===== src/common/radio_pkg.sv =====
// Radio packet core definitions
package radio_pkg;

   //////////////////////////////
   // Widths
   typedef logic [63:0] word_t;
   typedef logic [7:0]  set_addr_t;
   typedef logic [31:0] set_data_t;
   typedef logic [11:0] seqnum_t;
   typedef logic [31:0] sid_t;
   typedef logic [1:0]  dest_t;
   typedef logic [3:0]  pkt_type_t;
   typedef logic [1:0]  rb_sel_t;

   typedef struct packed {
      word_t data;
      logic  last;
   } stream_word_t;

   typedef struct packed {
      logic      stb;
      set_addr_t addr;
      set_data_t data;
   } set_bus_t;

   // Route select from the low bits of the stream ID
   typedef enum dest_t {
      DEST_TX    = 2'd0,
      DEST_CTRL  = 2'd1,
      DEST_RXFC  = 2'd2,
      DEST_RXCMD = 2'd3
   } dest_e;

   typedef enum logic [2:0] {
      CS_HDR,
      CS_PAYLOAD,
      CS_DRAIN,
      CS_WRITE,
      CS_RESP_HDR,
      CS_RESP_DATA
   } ctrl_state_e;

   //////////////////////////////
   // Packet codes
   localparam pkt_type_t PKT_TYPE_RESP = 4'hE;
   localparam pkt_type_t PKT_TYPE_FC   = 4'h4;
   localparam logic [15:0] PKT_LEN     = 16'd16;

   //////////////////////////////
   // Setting addresses
   localparam set_addr_t SR_DACSYNC   = 8'd5;
   localparam set_addr_t SR_TEST      = 8'd7;
   localparam set_addr_t SR_MISC_OUTS = 8'd24;
   localparam set_addr_t SR_READBACK  = 8'd32;
   localparam set_addr_t SR_TX_ACK_EN = 8'd68;

   // Readback selects
   localparam rb_sel_t RB_TEST      = 2'd0;
   localparam rb_sel_t RB_MISC      = 2'd1;
   localparam rb_sel_t RB_RADIO_NUM = 2'd2;
   localparam rb_sel_t RB_TX_COUNT  = 2'd3;

   // Reply header goes back to the sender, so the SID halves swap
   function automatic word_t make_hdr(input pkt_type_t pkt_type, input seqnum_t seqnum,
                                      input sid_t sid);
      return {pkt_type, seqnum, PKT_LEN, sid[15:0], sid[31:16]};
   endfunction

endpackage


===== src/ctrl/ctrl_proc.sv =====
// Settings command processor
`timescale 1ns/10ps

module ctrl_proc (
   input  logic                    bus_clk,
   input  logic                    bus_rst,
   input  radio_pkg::stream_word_t i_cmd,
   input  logic                    i_cmd_tvalid,
   output logic                    o_cmd_tready,
   output radio_pkg::set_bus_t     o_set,
   input  radio_pkg::word_t        i_readback,
   output radio_pkg::stream_word_t o_resp,
   output logic                    o_resp_tvalid,
   input  logic                    i_resp_tready
);

   radio_pkg::ctrl_state_e state;
   radio_pkg::seqnum_t     seqnum_q;
   radio_pkg::sid_t        sid_q;
   radio_pkg::word_t       rb_q;
   logic                   cmd_xfer;
   logic                   resp_xfer;

   assign o_cmd_tready = (state == radio_pkg::CS_HDR) || (state == radio_pkg::CS_PAYLOAD) ||
                         (state == radio_pkg::CS_DRAIN);
   assign cmd_xfer     = i_cmd_tvalid & o_cmd_tready;

   // Response is header then captured readback
   assign o_resp_tvalid = (state == radio_pkg::CS_RESP_HDR) || (state == radio_pkg::CS_RESP_DATA);
   assign o_resp.data   = (state == radio_pkg::CS_RESP_HDR) ?
                          radio_pkg::make_hdr(radio_pkg::PKT_TYPE_RESP, seqnum_q, sid_q) : rb_q;
   assign o_resp.last   = (state == radio_pkg::CS_RESP_DATA);
   assign resp_xfer     = o_resp_tvalid & i_resp_tready;

   always_ff @(posedge bus_clk) begin
      if (bus_rst) begin
         state    <= radio_pkg::CS_HDR;
         seqnum_q <= '0;
         sid_q    <= '0;
         rb_q     <= '0;
         o_set    <= '0;
      end else begin
         o_set.stb <= 1'b0;
         case (state)
            radio_pkg::CS_HDR: if (cmd_xfer) begin
               seqnum_q <= i_cmd.data[59:48];
               sid_q    <= i_cmd.data[31:0];
               // A header-only packet carries nothing to write
               state    <= i_cmd.last ? radio_pkg::CS_HDR : radio_pkg::CS_PAYLOAD;
            end
            radio_pkg::CS_PAYLOAD: if (cmd_xfer) begin
               o_set.stb  <= 1'b1;
               o_set.addr <= i_cmd.data[39:32];
               o_set.data <= i_cmd.data[31:0];
               state      <= i_cmd.last ? radio_pkg::CS_WRITE : radio_pkg::CS_DRAIN;
            end
            radio_pkg::CS_DRAIN: if (cmd_xfer && i_cmd.last)
               state <= radio_pkg::CS_RESP_HDR;
            // Strobe cycle, registers take the write at its end
            radio_pkg::CS_WRITE:
               state <= radio_pkg::CS_RESP_HDR;
            radio_pkg::CS_RESP_HDR: if (resp_xfer) begin
               rb_q  <= i_readback;
               state <= radio_pkg::CS_RESP_DATA;
            end
            radio_pkg::CS_RESP_DATA: if (resp_xfer)
               state <= radio_pkg::CS_HDR;
            default:
               state <= radio_pkg::CS_HDR;
         endcase
      end
   end

endmodule


===== src/ctrl/settings_regs.sv =====
// Setting registers and readback
`timescale 1ns/10ps

module settings_regs #(
   parameter int RADIO_NUM = 0
) (
   input  logic                 bus_clk,
   input  logic                 bus_rst,
   input  radio_pkg::set_bus_t  i_set,
   input  radio_pkg::set_data_t i_misc_ins,
   input  radio_pkg::set_data_t i_tx_count,
   output radio_pkg::set_data_t o_misc_outs,
   output logic                 o_sync_dacs,
   output logic                 o_ack_en,
   output radio_pkg::word_t     o_readback
);

   radio_pkg::set_data_t test_q;
   radio_pkg::rb_sel_t   rb_sel_q;

   always_ff @(posedge bus_clk) begin
      if (bus_rst) begin
         test_q      <= '0;
         rb_sel_q    <= '0;
         o_misc_outs <= '0;
         o_ack_en    <= 1'b0;
         o_sync_dacs <= 1'b0;
      end else begin
         // Any write to the DAC sync address fires one pulse
         o_sync_dacs <= i_set.stb && (i_set.addr == radio_pkg::SR_DACSYNC);
         if (i_set.stb) begin
            case (i_set.addr)
               radio_pkg::SR_TEST:      test_q      <= i_set.data;
               radio_pkg::SR_MISC_OUTS: o_misc_outs <= i_set.data;
               radio_pkg::SR_READBACK:  rb_sel_q    <= i_set.data[1:0];
               radio_pkg::SR_TX_ACK_EN: o_ack_en    <= i_set.data[0];
               default: ;
            endcase
         end
      end
   end

   //////////////////////////////
   // Readback mux
   always_comb begin
      case (rb_sel_q)
         radio_pkg::RB_TEST:      o_readback = {32'd0, test_q};
         radio_pkg::RB_MISC:      o_readback = {i_misc_ins, o_misc_outs};
         radio_pkg::RB_RADIO_NUM: o_readback = radio_pkg::word_t'(RADIO_NUM);
         radio_pkg::RB_TX_COUNT:  o_readback = {32'd0, i_tx_count};
         default:                 o_readback = '0;
      endcase
   end

endmodule


===== src/logic/radio_core.sv =====
// Radio bus-side packet core
`timescale 1ns/10ps

module radio_core #(
   parameter int RADIO_NUM       = 0,
   parameter int FIFO_DEPTH_LOG2 = 5
) (
   input  logic                    bus_clk,
   input  logic                    bus_rst,
   input  radio_pkg::stream_word_t i_in,
   input  logic                    i_in_tvalid,
   output logic                    o_in_tready,
   output radio_pkg::stream_word_t o_out,
   output logic                    o_out_tvalid,
   input  logic                    i_out_tready,
   output radio_pkg::stream_word_t o_tx,
   output logic                    o_tx_tvalid,
   input  logic                    i_tx_tready,
   input  radio_pkg::set_data_t    i_misc_ins,
   output radio_pkg::set_data_t    o_misc_outs,
   output logic                    o_sync_dacs
);

   radio_pkg::stream_word_t tx_pre, tx_post, ctrl, resp, ack;
   logic                    tx_pre_tvalid, tx_pre_tready, tx_post_tvalid, tx_post_tready;
   logic                    ctrl_tvalid, ctrl_tready, resp_tvalid, resp_tready;
   logic                    ack_tvalid, ack_tready, ack_en;
   radio_pkg::set_bus_t     set_bus;
   radio_pkg::word_t        readback;
   radio_pkg::set_data_t    tx_count;

   //////////////////////////////
   // Inbound side
   radio_demux u_demux (
      .bus_clk, .bus_rst, .i_in, .i_in_tvalid, .o_in_tready,
      .o_tx(tx_pre), .o_tx_tvalid(tx_pre_tvalid), .i_tx_tready(tx_pre_tready),
      .o_ctrl(ctrl), .o_ctrl_tvalid(ctrl_tvalid), .i_ctrl_tready(ctrl_tready));

   word_fifo #(.FIFO_DEPTH_LOG2(FIFO_DEPTH_LOG2)) u_tx_fifo (
      .bus_clk, .bus_rst,
      .i_in(tx_pre), .i_in_tvalid(tx_pre_tvalid), .o_in_tready(tx_pre_tready),
      .o_out(tx_post), .o_out_tvalid(tx_post_tvalid), .i_out_tready(tx_post_tready));

   tx_ack_gen u_tx_ack (
      .bus_clk, .bus_rst,
      .i_in(tx_post), .i_in_tvalid(tx_post_tvalid), .o_in_tready(tx_post_tready),
      .o_tx, .o_tx_tvalid, .i_tx_tready, .i_ack_en(ack_en), .o_tx_count(tx_count),
      .o_ack(ack), .o_ack_tvalid(ack_tvalid), .i_ack_tready(ack_tready));

   //////////////////////////////
   // Settings path
   ctrl_proc u_ctrl (
      .bus_clk, .bus_rst,
      .i_cmd(ctrl), .i_cmd_tvalid(ctrl_tvalid), .o_cmd_tready(ctrl_tready),
      .o_set(set_bus), .i_readback(readback),
      .o_resp(resp), .o_resp_tvalid(resp_tvalid), .i_resp_tready(resp_tready));

   settings_regs #(.RADIO_NUM(RADIO_NUM)) u_regs (
      .bus_clk, .bus_rst, .i_set(set_bus), .i_misc_ins, .i_tx_count(tx_count),
      .o_misc_outs, .o_sync_dacs, .o_ack_en(ack_en), .o_readback(readback));

   radio_out_mux u_out_mux (
      .bus_clk, .bus_rst,
      .i_resp(resp), .i_resp_tvalid(resp_tvalid), .o_resp_tready(resp_tready),
      .i_ack(ack), .i_ack_tvalid(ack_tvalid), .o_ack_tready(ack_tready),
      .o_out, .o_out_tvalid, .i_out_tready);

endmodule


===== src/logic/radio_demux.sv =====
// Inbound stream router
`timescale 1ns/10ps

module radio_demux (
   input  logic                   bus_clk,
   input  logic                   bus_rst,
   input  radio_pkg::stream_word_t i_in,
   input  logic                   i_in_tvalid,
   output logic                   o_in_tready,
   output radio_pkg::stream_word_t o_tx,
   output logic                   o_tx_tvalid,
   input  logic                   i_tx_tready,
   output radio_pkg::stream_word_t o_ctrl,
   output logic                   o_ctrl_tvalid,
   input  logic                   i_ctrl_tready
);

   logic              active;
   logic              first;
   radio_pkg::dest_e  dest_q;
   radio_pkg::dest_e  cur_dest;

   // Header word routes itself, later words follow the latched route
   assign cur_dest = first ? radio_pkg::dest_e'(i_in.data[1:0]) : dest_q;

   assign o_tx          = i_in;
   assign o_ctrl        = i_in;
   assign o_tx_tvalid   = active & i_in_tvalid & (cur_dest == radio_pkg::DEST_TX);
   assign o_ctrl_tvalid = active & i_in_tvalid & (cur_dest == radio_pkg::DEST_CTRL);

   always_comb begin
      case (cur_dest)
         radio_pkg::DEST_TX:   o_in_tready = active & i_tx_tready;
         radio_pkg::DEST_CTRL: o_in_tready = active & i_ctrl_tready;
         // RX flow control and RX commands are swallowed
         default:              o_in_tready = active;
      endcase
   end

   always_ff @(posedge bus_clk) begin
      if (bus_rst) begin
         active <= 1'b0;
         first  <= 1'b1;
         dest_q <= radio_pkg::DEST_TX;
      end else begin
         active <= 1'b1;
         if (i_in_tvalid && o_in_tready) begin
            first <= i_in.last;
            if (first)
               dest_q <= cur_dest;
         end
      end
   end

endmodule


===== src/logic/radio_out_mux.sv =====
// Outbound round-robin merge
`timescale 1ns/10ps

module radio_out_mux (
   input  logic                    bus_clk,
   input  logic                    bus_rst,
   input  radio_pkg::stream_word_t i_resp,
   input  logic                    i_resp_tvalid,
   output logic                    o_resp_tready,
   input  radio_pkg::stream_word_t i_ack,
   input  logic                    i_ack_tvalid,
   output logic                    o_ack_tready,
   output radio_pkg::stream_word_t o_out,
   output logic                    o_out_tvalid,
   input  logic                    i_out_tready
);

   logic                    in_pkt;
   logic                    last_sel;
   logic                    pick;
   logic                    cur_sel;
   logic                    can_load;
   logic                    src_valid;
   radio_pkg::stream_word_t src_word;

   // Between packets the source that did not go last wins a tie
   assign pick      = (i_resp_tvalid & i_ack_tvalid) ? ~last_sel : i_ack_tvalid;
   assign cur_sel   = in_pkt ? last_sel : pick;
   assign src_valid = cur_sel ? i_ack_tvalid : i_resp_tvalid;
   assign src_word  = cur_sel ? i_ack : i_resp;

   // Output register refills only once its word has gone
   assign can_load      = ~o_out_tvalid | i_out_tready;
   assign o_resp_tready = can_load & ~cur_sel;
   assign o_ack_tready  = can_load & cur_sel;

   always_ff @(posedge bus_clk) begin
      if (bus_rst) begin
         in_pkt       <= 1'b0;
         last_sel     <= 1'b0;
         o_out        <= '0;
         o_out_tvalid <= 1'b0;
      end else if (can_load) begin
         o_out_tvalid <= src_valid;
         if (src_valid) begin
            o_out    <= src_word;
            in_pkt   <= ~src_word.last;
            last_sel <= cur_sel;
         end
      end
   end

endmodule


===== src/logic/tx_ack_gen.sv =====
// Transmit pass-through and acknowledge
`timescale 1ns/10ps

module tx_ack_gen (
   input  logic                    bus_clk,
   input  logic                    bus_rst,
   input  radio_pkg::stream_word_t i_in,
   input  logic                    i_in_tvalid,
   output logic                    o_in_tready,
   output radio_pkg::stream_word_t o_tx,
   output logic                    o_tx_tvalid,
   input  logic                    i_tx_tready,
   input  logic                    i_ack_en,
   output radio_pkg::set_data_t    o_tx_count,
   output radio_pkg::stream_word_t o_ack,
   output logic                    o_ack_tvalid,
   input  logic                    i_ack_tready
);

   logic               first;
   logic               ack_busy;
   logic               ack_data;
   logic               hold;
   logic               tx_xfer;
   radio_pkg::seqnum_t seqnum_q;
   radio_pkg::sid_t    sid_q;
   radio_pkg::seqnum_t pkt_seqnum;
   radio_pkg::sid_t    pkt_sid;
   radio_pkg::word_t   ack_hdr_q;

   // Packet end waits while the previous acknowledge is still out
   assign hold        = i_in.last & ack_busy;
   assign o_tx        = i_in;
   assign o_tx_tvalid = i_in_tvalid & ~hold;
   assign o_in_tready = i_tx_tready & ~hold;
   assign tx_xfer     = i_in_tvalid & o_in_tready;

   // A single-word packet is its own header
   assign pkt_seqnum = first ? i_in.data[59:48] : seqnum_q;
   assign pkt_sid    = first ? i_in.data[31:0] : sid_q;

   assign o_ack_tvalid = ack_busy;
   assign o_ack.last   = ack_data;
   assign o_ack.data   = ack_data ? {32'd0, o_tx_count} : ack_hdr_q;

   always_ff @(posedge bus_clk) begin
      if (bus_rst) begin
         first      <= 1'b1;
         ack_busy   <= 1'b0;
         ack_data   <= 1'b0;
         seqnum_q   <= '0;
         sid_q      <= '0;
         ack_hdr_q  <= '0;
         o_tx_count <= '0;
      end else begin
         if (tx_xfer) begin
            first <= i_in.last;
            if (first) begin
               seqnum_q <= i_in.data[59:48];
               sid_q    <= i_in.data[31:0];
            end
            if (i_in.last) begin
               o_tx_count <= o_tx_count + 1'b1;
               ack_busy   <= i_ack_en;
               // Acknowledge header stays fixed while the next packet starts
               ack_hdr_q  <= radio_pkg::make_hdr(radio_pkg::PKT_TYPE_FC, pkt_seqnum, pkt_sid);
            end
         end
         if (ack_busy && i_ack_tready) begin
            ack_data <= ~ack_data;
            if (ack_data)
               ack_busy <= 1'b0;
         end
      end
   end

endmodule


===== src/logic/word_fifo.sv =====
// Stream word FIFO
`timescale 1ns/10ps

module word_fifo #(
   parameter int FIFO_DEPTH_LOG2 = 5
) (
   input  logic                    bus_clk,
   input  logic                    bus_rst,
   input  radio_pkg::stream_word_t i_in,
   input  logic                    i_in_tvalid,
   output logic                    o_in_tready,
   output radio_pkg::stream_word_t o_out,
   output logic                    o_out_tvalid,
   input  logic                    i_out_tready
);

   localparam int DEPTH = 2 ** FIFO_DEPTH_LOG2;

   radio_pkg::stream_word_t        mem [DEPTH];
   logic [FIFO_DEPTH_LOG2-1:0]     wr_ptr;
   logic [FIFO_DEPTH_LOG2-1:0]     rd_ptr;
   logic [FIFO_DEPTH_LOG2:0]       count;
   logic                           wr_en;
   logic                           rd_en;

   assign o_in_tready  = (count != DEPTH[FIFO_DEPTH_LOG2:0]);
   assign o_out_tvalid = (count != '0);
   assign o_out        = mem[rd_ptr];
   assign wr_en        = i_in_tvalid & o_in_tready;
   assign rd_en        = o_out_tvalid & i_out_tready;

   always_ff @(posedge bus_clk) begin
      if (wr_en)
         mem[wr_ptr] <= i_in;
   end

   always_ff @(posedge bus_clk) begin
      if (bus_rst) begin
         wr_ptr <= '0;
         rd_ptr <= '0;
         count  <= '0;
      end else begin
         if (wr_en)
            wr_ptr <= wr_ptr + 1'b1;
         if (rd_en)
            rd_ptr <= rd_ptr + 1'b1;
         if (wr_en && !rd_en)
            count <= count + 1'b1;
         else if (rd_en && !wr_en)
            count <= count - 1'b1;
      end
   end

endmodule


===== config.mk =====
export PLATFORM = sky130hd
export DESIGN_NAME = radio_core
export DESIGN_NICKNAME = d
export VERILOG_FILES = /design/src/common/radio_pkg.sv /design/src/ctrl/ctrl_proc.sv /design/src/ctrl/settings_regs.sv /design/src/logic/radio_core.sv /design/src/logic/radio_demux.sv /design/src/logic/radio_out_mux.sv /design/src/logic/tx_ack_gen.sv /design/src/logic/word_fifo.sv
export SDC_FILE = /design/constraint.sdc
export NUM_CORES = 2
export LEC_CHECK = 0
export BUFFER_PORTS_ARGS = -buffer_cell sky130_fd_sc_hd__buf_2
export CORE_UTILIZATION = 50
export DETAILED_ROUTE_END_ITERATION = 8
export MAX_ROUTING_LAYER = met4
export PLACE_DENSITY = 0.66
export REMOVE_ABC_BUFFERS = 1
export SLEW_MARGIN = 20
export SYNTH_ARGS = -nofsm -noshare
export SYNTH_HDL_FRONTEND = slang
export SYNTH_HIERARCHICAL = 1
export SYNTH_SLANG_ARGS = --single-unit

===== constraint.sdc =====
create_clock -name bus_clk -period 13 [get_ports bus_clk]
set_input_delay 2.6 -clock bus_clk [delete_from_list [all_inputs] [get_ports bus_clk]]
set_output_delay 2.6 -clock bus_clk [all_outputs]
set_load 0.005 [all_outputs]

==> reports/qor.csv <==
metric,value,unit
status,"complete, no violations",
hold_buffers,0,
power_density,172,mW/mm^2
fillers,15200,
fp.dieW,450,um
clk_pin_slew_worst_paths,60,ps
first_global_vias,55500,
reg2regPathDepth,11,
cp-end-kind,primary output,
yosysWarnings,6,
cts_root_buffer,clkbuf_16,
fin_skew,51.1,ps
critPathMaxStageDelay,970,ps
critPathKind,register to primary output,
drv_cap,0,
min_period_over_period,59.7,%
grt_pass1_wl,400,mm
critPathSlowestCell,buf_4,
slew_viol_final,0,
start_util,50.6,%
crit_chain,"buf_4, buf_4, mux4_2, a22o_1, a31oi_1, nand3_1, buf_2",
gr-total-overflow,0,
crit_top_cell,buf_4,
antenna_found_initial,14,
fin_crit,7760,ps
min_path_cells,2,
fp.dieH,450,um
leakage,0.0354,uW
vdd_drop_max,0.153,mV
viasPerCell,6.25,
drive_above_1_share,19.0,%
die_area,0.202,mm^2
port_buffers,267,
cts_buffer_depth,4,
ios,268,
grtUsageTotal,28.2,%
hpwl,160,mm
nNetsFinal,6367,
maxSlewHeadroom,21.3,%
setup_viol,0,
numCtsBuffers,275,
rsz0062_at_grt,no,
avgSynthCellArea,16.2,um^2
wire_per_inst,30.7,um
core-area,0.198,mm^2
worstHoldStart,u_ctrl/rb_q[61]$_SDFFE_PP0P_,
syn_to_final_growth,11.3,%
via_count,56900,
whs,452,ps
hp-class,register to register,
final_util,56.3,%
totalWireLength,280,mm
start_kind,register,
cp_data_arrival_time,5160,ps
cts_sinks,2517,
netlist_instances,6186,
cts_htree_levels,5,
clkLatencyLatePin,940,ps
cts_setup_buffers,0,
cp.required,10400,ps
cts_resized,0,
rows,163,
timing.setup.tns,0,ps
syn_area,0.100,mm^2
crit_path_max_fanout,67,
drtIter0Drc,6723,
place.gp.congestion,0.834,
dr.pass1.iters,5,
hold_viol_final,0,
tritoncts,done,
grt_max_degree,157,
fmax,129,MHz
tightest_slew,1180,ps
drc_errors,0,
detail-route-antenna-nets,0,
routing by layer:
layer	wire, um	track usage (%)	vias to the layer above
li1	-	-	24100
met1	110000	36.9	29400
met2	134000	44.4	2817
met3	21600	3.83	565
met4	13700	11.8	0
met5	0	-	-
path summary, 6_finish.rpt:
path	to	slack (ps)
setup / recovery	o_tx[61]	5240
hold / removal	u_ctrl/rb_q[61]$_SDFFE_PP0P_	450
setup reg to reg	u_tx_ack/o_tx_count[30]$_SDFFE_PP0P_	7010
hold reg to reg	u_ctrl/rb_q[61]$_SDFFE_PP0P_	450
state kept, by name, indices dropped and copies added, names as in the netlist, 2 cells and up, named ones only:
register             flops
u_tx_fifo/wr_ptr         5
u_regs/rb_sel_q          2
u_tx_ack/seqnum_q       12
u_regs/test_q           32
u_tx_fifo/mem         2080
u_ctrl/state             3
u_tx_fifo/count          6
u_ctrl/rb_q             64
u_demux/dest_q           2
u_tx_ack/o_tx_count     32
u_ctrl/sid_q            32
u_tx_ack/sid_q          32
u_ctrl/o_set            41
u_tx_ack/ack_hdr_q      45
u_out_mux/o_out         65
u_regs/o_misc_outs      32
u_tx_fifo/rd_ptr         5
u_ctrl/seqnum_q         12
placed cells by master (no fill, tap or decap), types with 134 or more instances in the layout:
cell and count:
a21oi_1 310, a22oi_1 346, buf_2 266, clkbuf_16 281
dfxtp_1 431, edfxtp_1 2080, mux2i_1 601, mux4_2 296
nand2_1 458, nand3_1 134
report_power, final:
part	internal, uW	total, uW	leakage (uW)	switching (uW)
logic	1040	2660	0.00888	1620
registers	8850	8990	0.0222	140
clock network	4500	7580	0.00425	3070
worst max-delay path, delay by kind of cell (launching register included):
family	cells	cell delay, ps
DFF	1	860
muxes	1	430
buffers and inverters	3	2060
and+or+nand+nor	1	200
AOI/OAI and AO/OA	2	530
per-stage QoR:
stage / setup WS (ps) / area, um^2 / instances / power, uW
final: 5240 / 112000 / 9105 / 19200
after global routing: 4950 / 112000 / 9098 / 19800
after CTS: 5050 / 111000 / 9089 / 19300
after detailed placement: 5620 / 103000 / 8613 / 11800
after global placement: 5770 / 103000 / 8613 / 11800
after floorplan: -11940 / 96700 / 5580 / 11400
final cells by class:
type	instances	area [um^2]	share of cell area, %
antenna	14	35.0	0.0314
clock buffer	360	7530	6.75
clock inverter	116	1150	1.03
inverter	13	48.8	0.0437
multi-input combinational	3050	25900	23.2
sequential	2517	71200	63.8
tap	2640	3300	2.96
timing repair buffer	395	2390	2.14
No activity file was read; power rests on OpenSTA's default activity.
